### src/iq_combine_pkg.sv
/*
 * IQ combiner shared definitions: lane count, sample layout, shift codes
 * and control register word addresses.
 */
package iq_combine_pkg;

    // adder tree is built for exactly four lanes
    localparam int num_lanes = 4;

    localparam int part_width   = 16;
    localparam int sample_width = 2 * part_width;

    // real part in the upper half, imaginary part in the lower half
    typedef struct packed {
        logic [part_width-1:0] re;
        logic [part_width-1:0] im;
    } sample_t;

    // two adder levels add two bits of growth
    localparam int sum_width = part_width + 2;

    // output scaling, code 3 falls back to no shift
    localparam logic [1:0] shift_none    = 2'd0;
    localparam logic [1:0] shift_half    = 2'd1;
    localparam logic [1:0] shift_quarter = 2'd2;

    // wishbone word addresses
    localparam logic [1:0] reg_ctrl    = 2'd0;
    localparam logic [1:0] reg_frames  = 2'd1;
    localparam logic [1:0] reg_samples = 2'd2;

    localparam int fifo_depth_default = 8;

endpackage

### src/combine_csr.sv
/*
 * Combiner control registers on a Wishbone classic slave: shift and
 * lane mask, plus output sample and frame counters.
 */
`timescale 1ns/1ns

module combine_csr (
    input  logic        clk,
    input  logic        reset,
    input  logic        wb_cyc,
    input  logic        wb_stb,
    input  logic        wb_we,
    input  logic [1:0]  wb_adr,
    input  logic [31:0] wb_dat_w,
    output logic [31:0] wb_dat_r,
    output logic        wb_ack,
    output logic [1:0]  shift,
    output logic [3:0]  lane_mask,
    input  logic        out_valid,
    input  logic        out_ready,
    input  logic        out_last
);

    logic [31:0] frame_cnt;
    logic [31:0] sample_cnt;
    logic        req;
    logic        wr;
    logic        xfer;

    // one cycle ack, next request only after ack has dropped
    assign req  = wb_cyc && wb_stb && !wb_ack;
    assign wr   = req && wb_we;
    assign xfer = out_valid && out_ready;

    always_ff @(posedge clk) begin
        if (reset) begin
            wb_ack <= 1'b0;
        end else begin
            wb_ack <= req;
        end
    end

    // --------------------------------------------------
    // control register
    // --------------------------------------------------
    always_ff @(posedge clk) begin
        if (reset) begin
            shift     <= '0;
            lane_mask <= '0;
        end else if (wr && wb_adr == iq_combine_pkg::reg_ctrl) begin
            shift     <= wb_dat_w[1:0];
            lane_mask <= wb_dat_w[7:4];
        end
    end

    // --------------------------------------------------
    // counters, a write to either address clears it
    // --------------------------------------------------
    always_ff @(posedge clk) begin
        if (reset) begin
            sample_cnt <= '0;
            frame_cnt  <= '0;
        end else begin
            if (wr && wb_adr == iq_combine_pkg::reg_samples) begin
                sample_cnt <= '0;
            end else if (xfer) begin
                sample_cnt <= sample_cnt + 1'b1;
            end
            if (wr && wb_adr == iq_combine_pkg::reg_frames) begin
                frame_cnt <= '0;
            end else if (xfer && out_last) begin
                frame_cnt <= frame_cnt + 1'b1;
            end
        end
    end

    // read data, held alongside ack
    always_ff @(posedge clk) begin
        if (req) begin
            case (wb_adr)
                iq_combine_pkg::reg_ctrl:    wb_dat_r <= {24'd0, lane_mask, 2'd0, shift};
                iq_combine_pkg::reg_frames:  wb_dat_r <= frame_cnt;
                iq_combine_pkg::reg_samples: wb_dat_r <= sample_cnt;
                default:                     wb_dat_r <= '0;
            endcase
        end
    end

endmodule

### src/iq_combiner_top.sv
/*
 * Four-lane IQ combiner: lane FIFOs feeding a pipelined sum tree,
 * with a Wishbone register block for scaling, masking and counters.
 */
`timescale 1ns/1ns

module iq_combiner_top #(
    parameter int FIFO_DEPTH = iq_combine_pkg::fifo_depth_default
) (
    input  logic                                                      clk,
    input  logic                                                      reset,
    input  logic [iq_combine_pkg::num_lanes*iq_combine_pkg::sample_width-1:0] lane_data,
    input  logic [iq_combine_pkg::num_lanes-1:0]                      lane_valid,
    input  logic [iq_combine_pkg::num_lanes-1:0]                      lane_last,
    output logic [iq_combine_pkg::num_lanes-1:0]                      lane_ready,
    output logic [iq_combine_pkg::sample_width-1:0]                   out_data,
    output logic                                                      out_valid,
    output logic                                                      out_last,
    input  logic                                                      out_ready,
    input  logic                                                      wb_cyc,
    input  logic                                                      wb_stb,
    input  logic                                                      wb_we,
    input  logic [1:0]                                                wb_adr,
    input  logic [31:0]                                               wb_dat_w,
    output logic [31:0]                                               wb_dat_r,
    output logic                                                      wb_ack
);

    localparam int sw = iq_combine_pkg::sample_width;

    logic [iq_combine_pkg::num_lanes*sw-1:0]   fifo_data;
    logic [iq_combine_pkg::num_lanes-1:0]      fifo_valid;
    logic [iq_combine_pkg::num_lanes-1:0]      fifo_last;
    logic                                      tree_take;
    logic [1:0]                                shift;
    logic [3:0]                                lane_mask;

    for (genvar i = 0; i < iq_combine_pkg::num_lanes; i++) begin : g_lane
        lane_fifo #(
            .FIFO_DEPTH(FIFO_DEPTH)
        ) u_fifo (
            .clk      (clk),
            .reset    (reset),
            .mask     (lane_mask[i]),
            .in_data  (lane_data[i*sw +: sw]),
            .in_valid (lane_valid[i]),
            .in_last  (lane_last[i]),
            .in_ready (lane_ready[i]),
            .out_data (fifo_data[i*sw +: sw]),
            .out_valid(fifo_valid[i]),
            .out_last (fifo_last[i]),
            .take     (tree_take)
        );
    end

    iq_sum_tree u_tree (
        .clk       (clk),
        .reset     (reset),
        .shift     (shift),
        .lane_data (fifo_data),
        .lane_valid(fifo_valid),
        .lane_last (fifo_last),
        .take      (tree_take),
        .out_data  (out_data),
        .out_valid (out_valid),
        .out_last  (out_last),
        .out_ready (out_ready)
    );

    combine_csr u_csr (
        .clk      (clk),
        .reset    (reset),
        .wb_cyc   (wb_cyc),
        .wb_stb   (wb_stb),
        .wb_we    (wb_we),
        .wb_adr   (wb_adr),
        .wb_dat_w (wb_dat_w),
        .wb_dat_r (wb_dat_r),
        .wb_ack   (wb_ack),
        .shift    (shift),
        .lane_mask(lane_mask),
        .out_valid(out_valid),
        .out_ready(out_ready),
        .out_last (out_last)
    );

endmodule

### src/iq_sum_tree.sv
/*
 * Pipelined complex adder tree for four lanes with a selectable
 * right shift at the last stage.
 */
`timescale 1ns/1ns

module iq_sum_tree (
    input  logic                                                      clk,
    input  logic                                                      reset,
    input  logic [1:0]                                                shift,
    input  logic [iq_combine_pkg::num_lanes*iq_combine_pkg::sample_width-1:0] lane_data,
    input  logic [iq_combine_pkg::num_lanes-1:0]                      lane_valid,
    input  logic [iq_combine_pkg::num_lanes-1:0]                      lane_last,
    output logic                                                      take,
    output logic [iq_combine_pkg::sample_width-1:0]                   out_data,
    output logic                                                      out_valid,
    output logic                                                      out_last,
    input  logic                                                      out_ready
);

    localparam int pw = iq_combine_pkg::part_width;
    localparam int sw = iq_combine_pkg::sample_width;
    localparam int tw = iq_combine_pkg::sum_width;

    logic advance;

    // stage 0
    iq_combine_pkg::sample_t s0_lane [iq_combine_pkg::num_lanes];
    logic                    s0_valid;
    logic                    s0_last;

    // stage 1
    logic signed [pw:0] s1_re01;
    logic signed [pw:0] s1_re23;
    logic signed [pw:0] s1_im01;
    logic signed [pw:0] s1_im23;
    logic               s1_valid;
    logic               s1_last;

    // stage 2
    logic signed [tw-1:0] s2_re;
    logic signed [tw-1:0] s2_im;
    logic                 s2_valid;
    logic                 s2_last;

    // whole pipeline moves together, stalls only when output is held
    assign advance = !out_valid || out_ready;
    assign take    = advance && (&lane_valid);

    // --------------------------------------------------
    // valid chain
    // --------------------------------------------------
    always_ff @(posedge clk) begin
        if (reset) begin
            s0_valid  <= 1'b0;
            s1_valid  <= 1'b0;
            s2_valid  <= 1'b0;
            out_valid <= 1'b0;
        end else if (advance) begin
            s0_valid  <= take;
            s1_valid  <= s0_valid;
            s2_valid  <= s1_valid;
            out_valid <= s2_valid;
        end
    end

    // --------------------------------------------------
    // data path
    // --------------------------------------------------
    always_ff @(posedge clk) begin
        if (advance) begin
            for (int i = 0; i < iq_combine_pkg::num_lanes; i++) begin
                s0_lane[i] <= iq_combine_pkg::sample_t'(lane_data[i*sw +: sw]);
            end
            // frame ends only when every lane ends together
            s0_last <= &lane_last;

            s1_re01 <= $signed(s0_lane[0].re) + $signed(s0_lane[1].re);
            s1_re23 <= $signed(s0_lane[2].re) + $signed(s0_lane[3].re);
            s1_im01 <= $signed(s0_lane[0].im) + $signed(s0_lane[1].im);
            s1_im23 <= $signed(s0_lane[2].im) + $signed(s0_lane[3].im);
            s1_last <= s0_last;

            s2_re   <= s1_re01 + s1_re23;
            s2_im   <= s1_im01 + s1_im23;
            s2_last <= s1_last;

            // no saturation, selected bits simply wrap
            case (shift)
                iq_combine_pkg::shift_half: begin
                    out_data <= {s2_re[pw:1], s2_im[pw:1]};
                end
                iq_combine_pkg::shift_quarter: begin
                    out_data <= {s2_re[pw+1:2], s2_im[pw+1:2]};
                end
                default: begin
                    out_data <= {s2_re[pw-1:0], s2_im[pw-1:0]};
                end
            endcase
            out_last <= s2_last;
        end
    end

endmodule

### src/lane_fifo.sv
/*
 * Lane FIFO: circular buffer of samples with end-of-frame flags.
 * A masked lane drains, swallows its input and offers a zero last sample.
 */
`timescale 1ns/1ns

module lane_fifo #(
    parameter int FIFO_DEPTH = 8
) (
    input  logic                                   clk,
    input  logic                                   reset,
    input  logic                                   mask,
    input  logic [iq_combine_pkg::sample_width-1:0] in_data,
    input  logic                                   in_valid,
    input  logic                                   in_last,
    output logic                                   in_ready,
    output logic [iq_combine_pkg::sample_width-1:0] out_data,
    output logic                                   out_valid,
    output logic                                   out_last,
    input  logic                                   take
);

    localparam int ptr_w = (FIFO_DEPTH > 1) ? $clog2(FIFO_DEPTH) : 1;
    localparam int cnt_w = $clog2(FIFO_DEPTH + 1);

    logic [iq_combine_pkg::sample_width-1:0] mem_data [FIFO_DEPTH];
    logic                                   mem_last [FIFO_DEPTH];

    logic [ptr_w-1:0] wr_ptr;
    logic [ptr_w-1:0] rd_ptr;
    logic [cnt_w-1:0] count;
    logic             full;
    logic             push;
    logic             pop;

    assign full = (count == cnt_w'(FIFO_DEPTH));
    assign push = in_valid && !full && !mask;
    assign pop  = take && (count != '0) && !mask;

    assign in_ready  = mask || !full;
    assign out_valid = mask || (count != '0);
    assign out_data  = mask ? '0 : mem_data[rd_ptr];
    assign out_last  = mask || mem_last[rd_ptr];

    // storage
    always_ff @(posedge clk) begin
        if (push) begin
            mem_data[wr_ptr] <= in_data;
            mem_last[wr_ptr] <= in_last;
        end
    end

    // pointers and fill level
    always_ff @(posedge clk) begin
        if (reset || mask) begin
            wr_ptr <= '0;
            rd_ptr <= '0;
            count  <= '0;
        end else begin
            if (push) begin
                wr_ptr <= (wr_ptr == ptr_w'(FIFO_DEPTH - 1)) ? '0 : wr_ptr + 1'b1;
            end
            if (pop) begin
                rd_ptr <= (rd_ptr == ptr_w'(FIFO_DEPTH - 1)) ? '0 : rd_ptr + 1'b1;
            end
            case ({push, pop})
                2'b10:   count <= count + 1'b1;
                2'b01:   count <= count - 1'b1;
                default: count <= count;
            endcase
        end
    end

endmodule

### config.mk
export PLATFORM = sky130hd
export DESIGN_NAME = iq_combiner_top
export DESIGN_NICKNAME = d
export VERILOG_FILES = /design/src/iq_combine_pkg.sv /design/src/combine_csr.sv /design/src/iq_combiner_top.sv /design/src/iq_sum_tree.sv /design/src/lane_fifo.sv
export SDC_FILE = /design/constraint.sdc
export NUM_CORES = 2
export LEC_CHECK = 0
export BUFFER_PORTS_ARGS = -buffer_cell sky130_fd_sc_hd__buf_2
export CELL_PAD_IN_SITES_DETAIL_PLACEMENT = 1
export CELL_PAD_IN_SITES_GLOBAL_PLACEMENT = 1
export CORE_MARGIN = 2
export CORE_UTILIZATION = 30
export CTS_BUF_LIST = sky130_fd_sc_hd__clkbuf_4
export DETAILED_ROUTE_END_ITERATION = 10
export PLACE_DENSITY_LB_ADDON = 0.1
export SKIP_LAST_GASP = 1
export SLEW_MARGIN = 20
export SYNTH_ARGS = -nofsm -noshare
export SYNTH_HDL_FRONTEND = slang
export SYNTH_HIERARCHICAL = 1
export SYNTH_SLANG_ARGS = --single-unit
### constraint.sdc
create_clock -name clk -period 6.23 [get_ports clk]
set_clock_uncertainty 0.15 [all_clocks]
set_input_delay 0.3115 -clock clk [delete_from_list [all_inputs] [get_ports clk]]
set_output_delay 0.3115 -clock clk [all_outputs]
set_load 0.01 [all_outputs]
==> results by group <==
Clock network
  • Cts bufs inserted: approximately 430
  • Htree depth: 5
  • Clk buf depth: 4
  • CTS clk-pin slew, worst paths: ~0.060 ns
  • Num Clock Sinks: 1,483
  • Clock root cell: clkbuf_4
  • CTS tree: built
  • Clk_lat worst skew: between 1 and 1.5 ns
  • Post-CTS Resized: 0

Floorplanning
  • Die Ht: approximately 450 um
  • Die area: slightly above 200,000 um2
  • I/O Pins: 247
  • Initial core utilization: 0.301
  • Site row count: 165
  • Core area: about 200,000 um2
  • Chip Width: 454 um

Route
  • Routed length on met2: around 80,000 um
  • Wire length per cell: around 23 um
  • Vias per cell: 4.71
  • Met1 WL: 74,100 um
  • Routed wl met3: 7700 um
  • DRT Pass-1 Iters: 5
  • Post-Route WL: 166,000 um
  • Iteration-0 DRC Markers: 1,909
  • Total number of vias: 34,600
  • Final ANT Viol Nets: 0
  • DR top layer: met5
  • # DRC: 0

GRT
  • Largest net degree at the start of global routing: 103
  • First-pass GRT wire length: 245,000 um
  • Vias in the first global route: 37,700
  • Total grt overflow: 0
  • Initial antenna violation count: 24
  • GRT Overall Usage: 0.161

STA
  • Final worst slack: 2.24 ns
  • Final Setup Violations: 0
  • Hold Slack: 0.184 ns
  • Tmin final: between 3 and 4 ns
  • Slew @ Worst Pin: 0.976 ns
  • Fin. max-slew vios: 0
  • Setup TNS: 0 ns
  • RSZ-0062 raised after global routing: false
  • Period utilization: 0.641
  • Fmax: 250 MHz
  • Slew margin rel.: 0.349
  • Final Hold Viols: 0

Synth
  • Ys Warns: 6
  • Main synth FF type: edfxtp_1
  • Cell variety after synth: 89
  • Number of synthesized flops with an enable pin: 1,356
  • Seq cells post-synth: 1,483
  • Synth area leaders: edfxtp_1 (67%), mux4_2 (9.8%), dfxtp_1 (4.2%), ha_1 (2.7%), mux2i_1 (2.6%)
  • Yosys top cell area share: 0.670
  • Post-synth top area cell: edfxtp_1
  • Synthesized area: 60,800 um2
  • Cell with the most instances after synthesis: edfxtp_1
  • Mapped Cells: approximately 3,500
  • Most common library cells after synthesis: edfxtp_1 (1,356), mux4_2 (264), nor2_1 (239)
  • Average size of a mapped cell: 17.6 um2
  • Post-Syn Nets: 3,765
  • FFs w/ async S/R, synth: 0
  • Seq/Total Area, Yosys: 0.711

Final layout
  • Layout cell share with drive strength beyond 1: 0.279
  • Syn-to-layout area delta: 21.3%
  • Finished Cell Area: between 70,000 and 80,000 um2
  • Final core occ: 0.365
  • Post-route insts no fill: 7,337
  • Layout Nets: 4,645

Worst setup path
  • Max FO, Critical Path: 40
  • CP max-delay cell: nor2_2
  • CP Cell Sequence: buf_4, or3_1, nand4_1, nor2_2, o21ai_4, nor2_1, ha_1, nand3b_1, a2111oi_0, o311ai_0, o41ai_1
  • Crit path DAT: 5.02 ns
  • CP required: 7.25 ns
  • Worst path top cell family by delay: simple AND/OR/NAND/NOR gates
  • CP peak stage delay: approximately 0.76 ns
  • Crit path capture type: register
  • WS Path Type: register to register
  • CP startpoint kind: register
  • Worst path buffer plus inverter count: 1

Job
  • Max cap viols: 0

Placement
  • Dpl cells: between 6,000 and 7,000
  • Place WS: about 2.2 ns
  • Gpl congestion: 0.752
  • Area of placed instances: between 60,000 and 70,000 um2
  • Number of port buffers: 220
  • DP HPWL: 99,400 um

Pwr
  • Total power: 23.9 mW
  • Maximum VDD drop: between 0.15 and 0.2 mV
  • Pleak: 24.9 nW
  • Power density cells: 325 nW/um2

Status
  • Status: finished clean

Hold path
  • Worst Hold Class: register to register
report_power, final:
part	switching [mW]	internal [mW]
Clock	4.20	4.92
Combinational	1.56	1.14
Sequential	0.467	11.7
Total	6.23	17.7
layout make-up:
cell class              instances  area, um2
diodes                          9       22.5
multi-input cells            1781      16800
clock inverters               121        661
fillers                     20600     128000
flip-flops and latches       1483      43300
inverters                      40        154
well taps                    2672       3340
repair buffers                596       4760
clock buffers                 635       4770
final timing paths:
check	startpoint	endpoint	slack, ns	cells after the start
max	u_csr/lane_mask[3]	g_lane[0].u_fifo/count[3]	2.24	11
min	u_tree/s0_last	u_tree/s1_last	0.18	0
max reg2reg	u_csr/lane_mask[3]	g_lane[0].u_fifo/count[3]	2.24	11
min reg2reg	u_tree/s0_last	u_tree/s1_last	0.18	0
cell usage in the layout (no fill, tap or decap), types with 12 or more instances in the layout:
cell              n
dlygate4sd3_1   315
xnor2_1          58
clkbuf_4        635
inv_1            39
or4_1            28
o21ai_0          92
o31ai_1          23
o211ai_1         14
nand3_1          44
nand2_1         123
nor2_1          225
or3_1            35
dfxtp_2          12
a22oi_1          32
nand4_1          31
edfxtp_1       1356
dfxtp_1         111
a21oi_1         134
clkinv_1         97
nor3_2           17
buf_2           220
a21o_1           24
a22o_1           26
ha_1            129
buf_4            57
mux2i_1         157
nor2_4           12
nor3_1           15
nor4_1           12
nor2b_1          15
mux4_2          264
nand2b_1         25
o21a_1           13
xor2_1           52
logic make-up after synthesis:
kind of cell | count (synthesis) | synth area share
flip-flops | 1483 | 0.711
AND/OR/NAND/NOR | 644 | 0.0519
AO/OA/AOI/OAI | 470 | 0.0524
multiplexers | 421 | 0.124
buffers and inverters | 189 | 0.0161
adder cells (fa/ha/maj) | 136 | 0.0287
XOR/XNOR | 110 | 0.0158
state kept, by name, summed over array words and instances, names as in the netlist, 12 cells and up, named ones only:
name	flops
u_csr/wb_dat_r	32
u_tree/s1_im23	17
g_lane.u_fifo/count	16
g_lane.u_fifo/wr_ptr	12
g_lane.u_fifo/rd_ptr	12
u_csr/sample_cnt	32
u_tree/s2_re	18
u_tree/out_data	32
u_tree/s1_re01	17
u_tree/s0_lane	128
u_csr/frame_cnt	32
g_lane.u_fifo/mem_data	1024
g_lane.u_fifo/mem_last	32
u_tree/s1_re23	17
u_tree/s2_im	18
u_tree/s1_im01	17
repair_timing:
item | in CTS | in global routing
hold buffers | 316 | 0
buffers inserted | 0 | 0
endpoints found under the hold margin | 2157 | 0
layer usage:
| metal | global-route usage | vias up |
|---|---|---|
| met2 | 0.263 | 739 |
| met1 | 0.208 | 17600 |
| li1 | - | 15900 |
| met3 | 0.0391 | 270 |
| met4 | 0.0557 | 18 |
| met5 | 0 | - |
Note: power is estimated with default switching activity, not from simulation.
